**config.mk**
```make
export PLATFORM = sky130hd
export DESIGN_NAME = codec_port
export DESIGN_NICKNAME = d
export VERILOG_FILES = /design/src/common/codec_reg_pkg.sv /design/src/common/codec_pcm_pkg.sv /design/src/verilog/codec_regs.sv /design/src/frame/frame_timer.sv /design/src/frame/dac_serializer.sv /design/src/frame/adc_deserializer.sv /design/src/verilog/codec_port.sv
export VERILOG_INCLUDE_DIRS = /design/src /design/src/common
export SDC_FILE = /design/constraint.sdc
export NUM_CORES = 1
export LEC_CHECK = 0
export BUFFER_PORTS_ARGS = -buffer_cell sky130_fd_sc_hd__clkbuf_2
export CORE_MARGIN = 1
export CORE_UTILIZATION = 45
export CTS_BUF_LIST = sky130_fd_sc_hd__clkbuf_16
export CTS_CLUSTER_SIZE = 10
export DETAILED_ROUTE_END_ITERATION = 8
export GPL_TIMING_DRIVEN = 0
export PLACE_DENSITY = 0.65
export SETUP_SLACK_MARGIN = 0.02
export SKIP_LAST_GASP = 1
export SYNTH_ARGS = -nofsm -noshare
export SYNTH_HDL_FRONTEND = slang
export SYNTH_HIERARCHICAL = 1
export SYNTH_SLANG_ARGS = --single-unit
```
**constraint.sdc**
```tcl
create_clock -name clk_ir -period 6.4 [get_ports clk_ir]
set_input_delay 1.28 -clock clk_ir [delete_from_list [all_inputs] [get_ports clk_ir]]
set_output_delay 1.28 -clock clk_ir [all_outputs]
set_load 0.03 [all_outputs]
```
**src/common/codec_cfg.svh**
```systemverilog
// ######################################
// Sizes and register map of the audio port
// Bit clock divide must be even and at least 4
// Frame divider must cover start plus both
// channels, i.e. at least 2N+1 bit periods
// ######################################
`ifndef CODEC_CFG_SVH
`define CODEC_CFG_SVH

// Local bus
`define CODEC_LB_ADDR_W    8
`define CODEC_LB_DATA_W    16

// Sample and frame sizing
`define CODEC_PCM_W        32      // Full sample word
`define CODEC_FS_DIV_W     11      // Frame length field
`define CODEC_BCLK_DIV     8       // System clocks per bit period

// Register addresses
`define CODEC_CTRL_ADDR    8'h00
`define CODEC_STATUS_ADDR  8'h01
`define CODEC_FS_DIV_ADDR  8'h02

`define CODEC_BAD_READ     16'hdead  // Unmapped address readback

`endif

```
**src/common/codec_reg_pkg.sv**
```systemverilog
// ######################################
// Register map types of the audio port
// Control word is {wlen32, adc_en, dac_en}
// Word length resets to 32 bits per sample
// ######################################
`include "codec_cfg.svh"

package codec_reg_pkg;

  // Local bus words
  typedef logic [`CODEC_LB_ADDR_W-1:0] lb_addr_t;
  typedef logic [`CODEC_LB_DATA_W-1:0] lb_data_t;

  // Control register, plain 3-bit field
  typedef logic [2:0] codec_ctrl_t;

  localparam int CTRL_DAC_EN = 0;    // 1 enables DAC path
  localparam int CTRL_ADC_EN = 1;    // 1 enables ADC path
  localparam int CTRL_WLEN32 = 2;    // 1 -> 32 bits, 0 -> 16 bits

  // Both paths off, 32-bit words
  localparam codec_ctrl_t CTRL_RST = 3'b100;

  // Frame length in bit periods
  typedef logic [`CODEC_FS_DIV_W-1:0] fs_div_t;

endpackage

```
**src/common/codec_pcm_pkg.sv**
```systemverilog
// ######################################
// Frame state and PCM sample word types
// Sample word decodes as 32 bits or as an
// upper half and a 16-bit lower sample
// ######################################
`include "codec_cfg.svh"

package codec_pcm_pkg;

  // Frame sequencing
  typedef enum logic [2:0]
  {
    FS_IDLE  = 3'd0,   // Waiting for a frame start
    FS_START = 3'd1,   // One bit period, LRC high
    FS_LEFT  = 3'd2,
    FS_RIGHT = 3'd3,
    FS_WAIT  = 3'd4    // Pad until frame divider reached
  } frame_state_e;

  localparam int PCM_HALF_W = `CODEC_PCM_W / 2;

  // Word length bit picks the view
  typedef union packed
  {
    logic [`CODEC_PCM_W-1:0] full;     // 32-bit sample
    struct packed
    {
      logic [PCM_HALF_W-1:0] upper;   // Ignored in 16-bit mode
      logic [PCM_HALF_W-1:0] lower;   // 16-bit sample
    } half;
  } pcm_word_u;

endpackage

```
**src/verilog/codec_regs.sv**
```systemverilog
// ######################################
// Local bus register block
// Writes take effect on the strobe cycle
// Reads answer one cycle after lb_rd_en
// ######################################
`include "codec_cfg.svh"

module codec_regs
  (
    input  logic                        clk_ir,
    input  logic                        rst_il,
    input  logic                        lb_rd_en,
    input  logic                        lb_wr_en,
    input  codec_reg_pkg::lb_addr_t     lb_addr,
    input  codec_reg_pkg::lb_data_t     lb_wr_data,
    input  logic                        dac_ready,     // Frame timer idle
    output logic                        lb_rd_valid,
    output logic                        lb_wr_valid,
    output codec_reg_pkg::lb_data_t     lb_rd_data,
    output codec_reg_pkg::codec_ctrl_t  ctrl,
    output codec_reg_pkg::fs_div_t      fs_div
  );

  import codec_reg_pkg::*;

  assign lb_wr_valid = lb_wr_en;  // No write wait states

  // Write decode
  always_ff @(posedge clk_ir or negedge rst_il)
  begin
    if (!rst_il)
    begin
      ctrl   <= CTRL_RST;
      fs_div <= '0;
    end
    else if (lb_wr_en)
    begin
      if (lb_addr == `CODEC_CTRL_ADDR)
        ctrl <= lb_wr_data[$bits(codec_ctrl_t)-1:0];
      if (lb_addr == `CODEC_FS_DIV_ADDR)
        fs_div <= lb_wr_data[`CODEC_FS_DIV_W-1:0];
    end
  end

  // Read strobe echo
  always_ff @(posedge clk_ir or negedge rst_il)
  begin
    if (!rst_il)
      lb_rd_valid <= 1'b0;
    else
      lb_rd_valid <= lb_rd_en;
  end

  // Read mux, fields zero padded
  always_ff @(posedge clk_ir)
  begin
    if (lb_rd_en)
    begin
      case (lb_addr)
        `CODEC_CTRL_ADDR:   lb_rd_data <= lb_data_t'(ctrl);
        `CODEC_STATUS_ADDR: lb_rd_data <= lb_data_t'(dac_ready);
        `CODEC_FS_DIV_ADDR: lb_rd_data <= lb_data_t'(fs_div);
        default:            lb_rd_data <= `CODEC_BAD_READ;
      endcase
    end
  end

endmodule

```
**src/frame/frame_timer.sv**
```systemverilog
// ######################################
// Bit clock and frame sequencer
// Phase vector free runs from reset
// Bit clock low when both paths disabled
// fs_div below 2N+1 wraps the counter
// ######################################
`include "codec_cfg.svh"

module frame_timer
  (
    input  logic                        clk_ir,
    input  logic                        rst_il,
    input  codec_reg_pkg::codec_ctrl_t  ctrl,
    input  codec_reg_pkg::fs_div_t      fs_div,
    input  logic                        pcm_valid,     // Upstream FIFO not empty
    output logic                        aud_bclk,
    output codec_pcm_pkg::frame_state_e frame_state,
    output logic                        bit_tick,      // Last clock of bit period
    output logic                        mid_tick,      // Clock after bclk rise
    output logic                        ack_slot,      // Clock before bit_tick
    output logic                        chan_done,
    output logic                        dac_ready
  );

  import codec_reg_pkg::*;
  import codec_pcm_pkg::*;

  localparam int DIV = `CODEC_BCLK_DIV;
  localparam fs_div_t LEN32 = fs_div_t'(`CODEC_PCM_W);
  localparam fs_div_t LEN16 = fs_div_t'(`CODEC_PCM_W / 2);

  logic [DIV-1:0] phase_vec;   // One hot bit period phase
  fs_div_t        frame_cnt;   // Bit periods since frame start
  fs_div_t        chan_len;
  logic           bclk_en;
  logic           frame_go;
  frame_state_e   next_state;

  // Tick taps off the phase vector
  assign bit_tick = phase_vec[DIV-1];
  assign ack_slot = phase_vec[DIV-2];
  assign mid_tick = phase_vec[DIV/2];

  assign bclk_en   = ctrl[CTRL_DAC_EN] | ctrl[CTRL_ADC_EN];
  assign chan_len  = ctrl[CTRL_WLEN32] ? LEN32 : LEN16;
  assign frame_go  = (ctrl[CTRL_DAC_EN] & pcm_valid) | ctrl[CTRL_ADC_EN];  // DAC needs a pair
  assign dac_ready = (frame_state == FS_IDLE);

  // Rotate phase, drive bclk
  always_ff @(posedge clk_ir or negedge rst_il)
  begin
    if (!rst_il)
    begin
      phase_vec <= DIV'(1);
      aud_bclk  <= 1'b0;
    end
    else
    begin
      phase_vec <= {phase_vec[DIV-2:0], phase_vec[DIV-1]};
      if (!bclk_en)
        aud_bclk <= 1'b0;
      else if (phase_vec[DIV/2-1])
        aud_bclk <= 1'b1;          // Rise mid period
      else if (bit_tick)
        aud_bclk <= 1'b0;          // Fall at period boundary
    end
  end

  // Frame counter, held at 0 in idle
  always_ff @(posedge clk_ir or negedge rst_il)
  begin
    if (!rst_il)
      frame_cnt <= '0;
    else if (frame_state == FS_IDLE)
      frame_cnt <= '0;
    else if (bit_tick)
      frame_cnt <= frame_cnt + 1'b1;
  end

  always_ff @(posedge clk_ir or negedge rst_il)
  begin
    if (!rst_il)
      frame_state <= FS_IDLE;
    else
      frame_state <= next_state;
  end

  // Next state and channel end
  always_comb
  begin
    next_state = frame_state;
    chan_done  = 1'b0;
    case (frame_state)
      FS_IDLE:
        if (bit_tick && frame_go)
          next_state = FS_START;
      FS_START:
        if (bit_tick)
          next_state = FS_LEFT;
      FS_LEFT:
      begin
        chan_done = bit_tick && (frame_cnt == chan_len);     // Counter is 1 on first left bit
        if (chan_done)
          next_state = FS_RIGHT;
      end
      FS_RIGHT:
      begin
        chan_done = bit_tick && (frame_cnt == (chan_len << 1));
        if (chan_done)
          next_state = FS_WAIT;
      end
      FS_WAIT:
        if (frame_cnt == fs_div)
          next_state = FS_IDLE;
      default:
        next_state = FS_IDLE;
    endcase
  end

endmodule

```
**src/frame/dac_serializer.sv**
```systemverilog
// ######################################
// DAC shift out with MSB first
// Takes one FIFO pair per frame in start
// A dry FIFO leaves zeros to shift out
// ######################################
`include "codec_cfg.svh"

module dac_serializer
  (
    input  logic                        clk_ir,
    input  logic                        rst_il,
    input  codec_reg_pkg::codec_ctrl_t  ctrl,
    input  codec_pcm_pkg::frame_state_e frame_state,
    input  logic                        bit_tick,
    input  logic                        ack_slot,
    input  logic                        pcm_valid,
    input  codec_pcm_pkg::pcm_word_u    pcm_ldata,
    input  codec_pcm_pkg::pcm_word_u    pcm_rdata,
    output logic                        pcm_ack,
    output logic                        aud_dac_dat,
    output logic                        aud_dac_lrc
  );

  import codec_reg_pkg::*;
  import codec_pcm_pkg::*;

  pcm_word_u l_shift;
  pcm_word_u r_shift;
  logic      dac_en;
  logic      l_msb;
  logic      r_msb;

  assign dac_en = ctrl[CTRL_DAC_EN];

  // MSB of the active view
  assign l_msb = ctrl[CTRL_WLEN32] ? l_shift.full[`CODEC_PCM_W-1]
                                   : l_shift.half.lower[PCM_HALF_W-1];
  assign r_msb = ctrl[CTRL_WLEN32] ? r_shift.full[`CODEC_PCM_W-1]
                                   : r_shift.half.lower[PCM_HALF_W-1];

  // Ack lands on the last start cycle
  always_ff @(posedge clk_ir or negedge rst_il)
  begin
    if (!rst_il)
      pcm_ack <= 1'b0;
    else
      pcm_ack <= dac_en && pcm_valid && ack_slot && (frame_state == FS_START);
  end

  always_ff @(posedge clk_ir)
  begin
    if (frame_state == FS_START && pcm_ack)
    begin
      l_shift <= pcm_ldata;
      r_shift <= pcm_rdata;
    end
    else if (frame_state == FS_LEFT && bit_tick)
      l_shift.full <= {l_shift.full[`CODEC_PCM_W-2:0], 1'b0};
    else if (frame_state == FS_RIGHT && bit_tick)
      r_shift.full <= {r_shift.full[`CODEC_PCM_W-2:0], 1'b0};
  end

  // Pins held quiet when disabled
  always_ff @(posedge clk_ir or negedge rst_il)
  begin
    if (!rst_il)
    begin
      aud_dac_dat <= 1'b0;
      aud_dac_lrc <= 1'b0;
    end
    else
    begin
      aud_dac_lrc <= dac_en && (frame_state == FS_START);
      if (!dac_en)
        aud_dac_dat <= 1'b0;
      else if (frame_state == FS_LEFT)
        aud_dac_dat <= l_msb;
      else if (frame_state == FS_RIGHT)
        aud_dac_dat <= r_msb;
      else
        aud_dac_dat <= 1'b0;     // Idle line low between frames
    end
  end

endmodule

```
**src/frame/adc_deserializer.sv**
```systemverilog
// ######################################
// ADC shift in and sample strobe
// Line sampled one clock after bclk rises
// 16-bit samples come out sign extended
// Strobe has no back-pressure
// ######################################
`include "codec_cfg.svh"

module adc_deserializer
  (
    input  logic                        clk_ir,
    input  logic                        rst_il,
    input  codec_reg_pkg::codec_ctrl_t  ctrl,
    input  codec_pcm_pkg::frame_state_e frame_state,
    input  logic                        mid_tick,
    input  logic                        chan_done,
    input  logic                        aud_adc_dat,
    output logic                        aud_adc_lrc,
    output logic                        adc_pcm_valid,
    output codec_pcm_pkg::pcm_word_u    adc_lpcm,
    output codec_pcm_pkg::pcm_word_u    adc_rpcm
  );

  import codec_reg_pkg::*;
  import codec_pcm_pkg::*;

  logic adc_en;
  logic right_done_d1;   // First stage of strobe delay

  assign adc_en = ctrl[CTRL_ADC_EN];

  // LRC and strobe pipeline
  always_ff @(posedge clk_ir or negedge rst_il)
  begin
    if (!rst_il)
    begin
      aud_adc_lrc   <= 1'b0;
      right_done_d1 <= 1'b0;
      adc_pcm_valid <= 1'b0;
    end
    else
    begin
      aud_adc_lrc   <= adc_en && (frame_state == FS_START);
      right_done_d1 <= adc_en && chan_done && (frame_state == FS_RIGHT);  // Left end ignored
      adc_pcm_valid <= adc_en && right_done_d1;
    end
  end

  // Sample registers
  always_ff @(posedge clk_ir)
  begin
    if (adc_en)
    begin
      if (right_done_d1 && !ctrl[CTRL_WLEN32])
      begin
        // Widen lower view, ready with the strobe
        adc_lpcm <= {{PCM_HALF_W{adc_lpcm.half.lower[PCM_HALF_W-1]}}, adc_lpcm.half.lower};
        adc_rpcm <= {{PCM_HALF_W{adc_rpcm.half.lower[PCM_HALF_W-1]}}, adc_rpcm.half.lower};
      end
      else if (mid_tick)
      begin
        if (frame_state == FS_LEFT)
          adc_lpcm.full <= {adc_lpcm.full[`CODEC_PCM_W-2:0], aud_adc_dat};
        if (frame_state == FS_RIGHT)
          adc_rpcm.full <= {adc_rpcm.full[`CODEC_PCM_W-2:0], aud_adc_dat};
      end
    end
  end

endmodule

```
**src/verilog/codec_port.sv**
```systemverilog
// ######################################
// Serial audio port of the stereo codec
// One PCM pair out and one in per frame
// Registers reached over the local bus
// ######################################
module codec_port
  (
    input  logic                      clk_ir,
    input  logic                      rst_il,
    // Local bus
    input  logic                      lb_rd_en,
    input  logic                      lb_wr_en,
    input  codec_reg_pkg::lb_addr_t   lb_addr,
    input  codec_reg_pkg::lb_data_t   lb_wr_data,
    output logic                      lb_rd_valid,
    output logic                      lb_wr_valid,
    output codec_reg_pkg::lb_data_t   lb_rd_data,
    // Upstream PCM FIFO
    input  logic                      pcm_valid,
    input  codec_pcm_pkg::pcm_word_u  pcm_ldata,
    input  codec_pcm_pkg::pcm_word_u  pcm_rdata,
    output logic                      pcm_ack,
    // ADC samples
    output logic                      adc_pcm_valid,
    output codec_pcm_pkg::pcm_word_u  adc_lpcm,
    output codec_pcm_pkg::pcm_word_u  adc_rpcm,
    // Codec pins
    output logic                      aud_bclk,
    output logic                      aud_dac_dat,
    output logic                      aud_dac_lrc,
    output logic                      aud_adc_lrc,
    input  logic                      aud_adc_dat
  );

  import codec_reg_pkg::*;
  import codec_pcm_pkg::*;

  codec_ctrl_t  ctrl;
  fs_div_t      fs_div;
  logic         dac_ready;
  frame_state_e frame_state;
  logic         bit_tick;
  logic         mid_tick;
  logic         ack_slot;
  logic         chan_done;

  codec_regs regs0
    (
      .clk_ir      (clk_ir),
      .rst_il      (rst_il),
      .lb_rd_en    (lb_rd_en),
      .lb_wr_en    (lb_wr_en),
      .lb_addr     (lb_addr),
      .lb_wr_data  (lb_wr_data),
      .dac_ready   (dac_ready),
      .lb_rd_valid (lb_rd_valid),
      .lb_wr_valid (lb_wr_valid),
      .lb_rd_data  (lb_rd_data),
      .ctrl        (ctrl),
      .fs_div      (fs_div)
    );

  frame_timer timer0
    (
      .clk_ir      (clk_ir),
      .rst_il      (rst_il),
      .ctrl        (ctrl),
      .fs_div      (fs_div),
      .pcm_valid   (pcm_valid),
      .aud_bclk    (aud_bclk),
      .frame_state (frame_state),
      .bit_tick    (bit_tick),
      .mid_tick    (mid_tick),
      .ack_slot    (ack_slot),
      .chan_done   (chan_done),
      .dac_ready   (dac_ready)
    );

  dac_serializer dac0
    (
      .clk_ir      (clk_ir),
      .rst_il      (rst_il),
      .ctrl        (ctrl),
      .frame_state (frame_state),
      .bit_tick    (bit_tick),
      .ack_slot    (ack_slot),
      .pcm_valid   (pcm_valid),
      .pcm_ldata   (pcm_ldata),
      .pcm_rdata   (pcm_rdata),
      .pcm_ack     (pcm_ack),
      .aud_dac_dat (aud_dac_dat),
      .aud_dac_lrc (aud_dac_lrc)
    );

  adc_deserializer adc0
    (
      .clk_ir        (clk_ir),
      .rst_il        (rst_il),
      .ctrl          (ctrl),
      .frame_state   (frame_state),
      .mid_tick      (mid_tick),
      .chan_done     (chan_done),
      .aud_adc_dat   (aud_adc_dat),
      .aud_adc_lrc   (aud_adc_lrc),
      .adc_pcm_valid (adc_pcm_valid),
      .adc_lpcm      (adc_lpcm),
      .adc_rpcm      (adc_rpcm)
    );

endmodule

```
==> metrics.csv, run 1 <==
metric,value,unit
status,finished clean,
rows,48,
layout.nets,782,
ios,182,
timing.fmax,338,MHz
crit_chain,"clkbuf_2, buf_4, clkbuf_2",
synth_edf_count,140,
layout-drive-gt1-share,49.4,%
grt_max_degree,45,
wirelength,15.2,mm
wl_per_cell,16.5,um
min_from,timer0/phase_vec[2],
synth_cell_types,55,
period_needed,2.96,ns
first_pass_iters,4,
io_buffers,174,
period_share,46.2,%
async_flop_share,23.9,%
cts_tree,built,
ys_warn_count,6,
antenna_found_initial,0,
slew_viol_final,0,
diodes,0,
clockRootBuffer,clkbuf_16,
worst_pin_slew,1.38,ns
grtUsageTotal,17.2,%
grt_pass1_wl,24.0,mm
synthFlopType,edfxtp_1,
rsz0062_at_grt,no,
cp.required,5.12,ns
syn_area,8050,um2
cts_post_setup_buffers_inserted,0,
maxCapViolations,0,
fin_ws,3.44,ns
cts_sinks,184,
dp_slack,3.44,ns
hold_viol,0,
ys_top_cells_by_area,"edfxtp_1 (52%), dfrtp_1 (13%), mux2_4 (13%)",
cp.arrival,1.68,ns
cts_buffers,17,
hp-class,reg -> reg,
max-slew-margin-rel,8.05,%
fin_tns_setup,0,ns
syn_avg_cell_area,16.5,um2
r2r_slack,3.95,ns
peakVddDrop,0.187,mV
synthCells,489,
cts_htree_levels,4,
cts-resized-gates,0,
critPathSlowestCell,clkbuf_2,
yosysSeqAreaShare,65.9,%
die_y,136,um
syn_nets,585,
drt_iter0_markers,190,
yosys.area.top_type_share,52.2,%
finalSetupViolations,0,
dp_hpwl,10.9,mm
cp-startpoint,lb_wr_en,
synth-seq-cells,184,
p_leak,0.00432,uW
clk_latency,0.42,ns
cp_max_fo,3,
core_area,17400,um2
start_util,46.4,%
gp_congestion,0.771,
p_per_area,240,nW/um2
clk_pin_slew,0.06,ns
cpPeakStageDelay,0.17,ns
holdBufCountCts,0,
ant_nets,0,
final_cells,923,
die_w,136,um
end_kind,primary output,
viasPerCell,5.04,
start_kind,primary input,
path_common_cell,clkbuf_2,
drc,0,
yosysTopAreaCell,edfxtp_1,
dpl.cell_count,892,
dieArea,18400,um2
clk_path_buf_depth,2,
syn_to_final_growth,22.2,%
reg2reg_from,timer0/frame_state[0],
critical_path_class,in -> out,
finalClockSkew,0.00996,ns
first_global_vias,4663,
overflow,0,
num_vias,4652,
## critical path: cells and delay by family
kind	cells	cell delay (ns)
buffers and inverters	3	0.39
## final timing paths
kind,to,cells past startpoint
setup / recovery,lb_wr_valid,3
hold / removal,timer0/phase_vec[3],0
setup reg to reg,adc0/adc_lpcm[31],3
hold reg to reg,timer0/phase_vec[3],0
max in group asynchronous,timer0/frame_cnt[0],1
min in group asynchronous,regs0/fs_div[8],1
## per-layer routing
layer	track usage [%]	up-vias	part of all wire [%]
li1	-	2203	-
met1	22.5	2254	44
met2	26.3	175	46
met3	5.95	20	8.2
met4	6.43	0	1.5
met5	0	-	0
## synthesized netlist by cell type (all sizes together), types with 3 or more instances
library cell,count
nor3,7
edfxtp,140
a21oi,19
o21ai,12
inv,5
clkbuf,3
a21o,15
nand4,7
nand3,5
nor2b,8
mux2,78
and4bb,4
nand3b,3
xnor2,16
nor2,22
dfrtp,42
and2,5
buf,28
and3,6
nand2,30
xor2,4
## flip-flops by register name, indices dropped and copies added, names as in the netlist, 3 cells and up
signal              count
regs0/fs_div           11
dac0/l_shift           32
dac0/r_shift           32
adc0/adc_rpcm          32
regs0/lb_rd_data       12
regs0/ctrl              3
adc0/adc_lpcm          32
timer0/frame_state      3
timer0/phase_vec        8
timer0/frame_cnt       11
## final cells by class
class | count | area [um2]
fillers | 1422 | 7510
inverters | 5 | 18.8
flip-flops and latches | 184 | 5310
well taps | 225 | 282
clock inverters | 14 | 133
repair buffers | 178 | 928
multi-input cells | 269 | 2440
plain buffers | 31 | 309
clock buffers | 17 | 425
## metrics by stage
stage                     hold slack (ns)  utilization, %  instance area, um2  power (uW)
after floorplan                     0.331               -                8050        1350
after global placement              0.334            53.0                9210        1390
after detailed placement            0.340            53.5                9280        1390
after CTS                           0.354            56.7                9840        2390
after global routing                0.359            56.7                9840        2440
final                               0.350            56.7                9840        2360
## logic make-up after synthesis
kind of cell	Yosys count	share of synthesized area (%)
other	1	0.0466
XOR/XNOR	20	2.18
flip-flops	184	65.9
AND/OR/NAND/NOR	109	8.19
buffers and inverters	36	4.07
adder cells (fa/ha/maj)	2	0.311
multiplexers	81	14.6
AO/OA/AOI/OAI	56	4.69
## power breakdown
group / switching (uW) / internal [uW] / total (uW)
Clock: 428 / 568 / 996
Combinational: 39.3 / 36.6 / 75.9
Sequential: 7.92 / 1280 / 1290
Total: 475 / 1890 / 2360
## cells in the final DEF (no fill, tap or decap), types with 3 or more instances in the layout
cell type,Yosys,layout
clkbuf_2,0,174
edfxtp_1,140,140
mux2_4,68,68
dfrtp_1,42,42
nand2_1,29,29
nor2_1,21,19
a21oi_1,19,18
clkbuf_16,0,17
xnor2_1,16,16
a21o_2,15,15
o21ai_0,12,12
buf_6,6,8
buf_4,8,8
buf_2,7,7
buf_12,6,7
nor3_1,7,7
nor2b_1,6,6
inv_1,5,6
and3_1,6,6
mux2_2,6,6
nand4_1,6,6
nand3_1,5,5
and2_1,4,4
mux2_1,4,4
xor2_1,4,4
nand3b_1,3,3
clkinv_1,0,3
clkinv_2,0,3
clkbuf_1,3,3
Note: power is estimated with default switching activity, not from simulation.
==> inputs of run 2 (changes only) <==
ABC_AREA = 1   (was unset)
PLACE_DENSITY = 0.68   (was 0.65)
clock period = 2.5 ns   (was 6.4 ns; I/O delays follow)
==> run 2 against run 1 <==
The run now ends with design-rule violations left. Total power grew to 2.6 times the previous value. Critical path depth is the same. Global-route usage grew 1.2 points. Register-to-register slack lost 3.7 ns. Worst hold slack lost 0.077 ns. Routed wire length grew 10%. Core utilization shrank 0.24 points. Final cell count grew 32%. Sequential power grew to 2.6 times the previous value. Critical path type is now reg -> reg. Critical endpoint is now adc0/adc_rpcm[25]. Largest cell class unchanged.
==> metrics.csv, run 2 <==
metric,value,unit,change
worst_pin_slew,1.09,ns,-0.290 ns
async_flop_share,23.9,%,unchanged
synth-seq-cells,184,,unchanged
dp_hpwl,11.8,mm,+8.1%
switchingPower,1330,uW,+180%
period_share,88.4,%,
die_y,139,um,+2.4%
fillers,1598,,+12%
holdBufCountCts,0,,unchanged
finalPower,6180,uW,+160%
dp_slack,-0.334,ns,-3.78 ns
synthFlopType,edfxtp_1,,
hp-class,in -> async,,
clk_pin_slew,0.07,ns,about the same
cp.required,2.54,ns,-2.58 ns
final_common_cell,nand2_1,,
yosysTopAreaCell,edfxtp_1,,
multiInputGateArea,2360,um2,-3.1%
cp.arrival,2.25,ns,+0.57 ns
p_sw_share,21.5,%,+1.3 points
seqPwrFrac,53.4,%,-1.2 points
finalSetupViolations,0,,unchanged
drt_iter0_markers,418,,+120%
dpl.cell_count,1186,,+33%
syn_to_final_growth,21.4,%,
violations,design-rule violations,,
finalClockSkew,0.0109,ns,+0.000942 ns
slew_viol_final,0,,unchanged
antenna_found_initial,0,,unchanged
dieArea,19300,um2,+4.8%
hold_viol,0,,unchanged
clkPwrFrac,42.8,%,+0.6 points
die_w,139,um,+2.4%
rows,49,,+2.1%
diodes,0,,unchanged
first_pass_iters,7,,+3
cts_sinks,184,,unchanged
cts_htree_levels,4,,unchanged
register_area,5310,um2,unchanged
synth.most_common_cell,nand2_1,,
ys_top_cells_by_area,"edfxtp_1 (50%), dfrtp_1 (12%), nand2_1 (8.3%)",,
end_kind,register,,
synthCells,782,,+60%
syn_nets,878,,+50%
ant_nets,0,,unchanged
viasPerCell,4.73,,-6.2%
overflow,0,,unchanged
gp_congestion,0.828,,+7.4%
syn_area,8440,um2,+4.8%
final_util,56.5,%,-0.24 points
drc,8,,+8
clockRootBuffer,clkbuf_16,,
cts_buffers,17,,unchanged
timing.fmax,452,MHz,
core_area,18100,um2,+4.6%
ys_warn_count,6,,unchanged
intPower,4860,uW,+160%
num_vias,5760,,+24%
layout-drive-gt1-share,36.0,%,-13 points
synth_cell_types,40,,-27%
max-slew-margin-rel,27.6,%,+20 points
cts_tree,built,,
wirelength,16.8,mm,+10%
clk_path_buf_depth,2,,unchanged
final_cells,1218,,+32%
grt_max_degree,45,,unchanged
yosysSeqAreaShare,62.9,%,-3.0 points
rsz0062_at_grt,no,,
status,"finished, violations left",,
clk_latency,0.42,ns,about the same
cp_max_fo,16,,+13
grtUsageTotal,18.4,%,+1.2 points
layout.nets,1074,,+37%
p_leak,0.00485,uW,+12%
combPwrFrac,3.8,%,+0.6 points
ys_top_cells_by_count,"nand2_1 (186), edfxtp_1 (140), inv_1 (124)",,
syn_avg_cell_area,10.8,um2,-34%
io_buffers,175,,+0.57%
peakVddDrop,0.418,mV,+120%
fin_ws,0.290,ns,-3.15 ns
maxCapViolations,0,,unchanged
p_per_area,604,nW/um2,+150%
layout_common_cells,"nand2_1 (184), clkbuf_2 (175), edfxtp_1 (140)",,
start_kind,register,,
grt_pass1_wl,28.0,mm,+17%
wl_per_cell,13.8,um,-17%
period_needed,2.21,ns,
synth_edf_count,140,,unchanged
ios,182,,unchanged
yosys.area.top_type_share,49.8,%,-2.4 points
first_global_vias,5529,,+19%
critical_path_class,reg -> reg,,
start_util,46.5,%,+0.12 points
-- run 2: worst paths after layout --
kind	startpoint	endpoint	slack, ns	depth (start not counted)
worst max-delay path	timer0/frame_state[0]	adc0/adc_rpcm[25]	0.29	3
worst min-delay path	rst_il	regs0/lb_rd_valid	0.27	1
worst max register to register	timer0/frame_state[0]	adc0/adc_rpcm[25]	0.29	3
worst min register to register	timer0/phase_vec[2]	timer0/phase_vec[3]	0.35	0
max in group asynchronous	rst_il	regs0/fs_div[4]	1.55	1
min in group clk_ir	aud_adc_dat	adc0/adc_lpcm[0]	0.28	1
-- run 2: routing by layer --
metal | wire length (um) | share of wire (%) | track usage, %
met1 | 7950 | 47 | 25.4
met2 | 7830 | 47 | 29.2
met3 | 880 | 5.2 | 4.52
met4 | 140 | 0.83 | 4.56
met5 | 0 | 0 | 0
-- run 2: final cells by class --
cell class,instances,area share (%)
multi-input combinational,432,23.1
buffer,32,2.98
sequential,184,51.8
clock inverter,13,1.44
tap,229,2.80
clock buffer,17,4.15
timing repair buffer,177,8.85
inverter,134,4.91
-- run 2: repair_timing --
item | in CTS | in global routing
setup endpoints to repair | 96 | 96
resized for setup | 4 | 3
pin swaps | 0 | 1
buffers inserted | 0 | 1
-- run 2: power groups by stage --
stage,combinational (uW),clock (uW),sequential (uW)
finish,235,2640,3300
floorplan,94.6,0,3390
global placement,234,0,3370
global route,263,2830,3310
detailed placement,237,0,3370
CTS,238,2710,3310
-- run 2: through the flow --
step	hold WS, ns	setup TNS, ns	instance area, um2
6_report	0.273	0	10200
5_1_grt	0.256	0	10200
4_1_cts	0.255	0	10200
3_5_place_dp	0.337	-27.85	9610
3_3_place_gp	0.333	-26.37	9610
2_1_floorplan	0.204	0	8450
-- run 2: logic make-up (layout without fill, tap and decap cells) --
family,count (synthesis),in the layout,synth area share [%]
AND/OR/NAND/NOR,302,302,15.8
flip-flops,184,184,62.9
buffers and inverters,166,373,9.57
AO/OA/AOI/OAI,118,118,10.5
adder cells (fa/ha/maj),2,2,0.296
XOR/XNOR,9,9,0.934
other,1,1,0.0444
-- run 2: critical path, cell delays in order, from the launching register on --
cell     delay (ns)
dfrtp_1        0.66
nand4_4        0.23
buf_6          0.20
a21oi_2        0.74
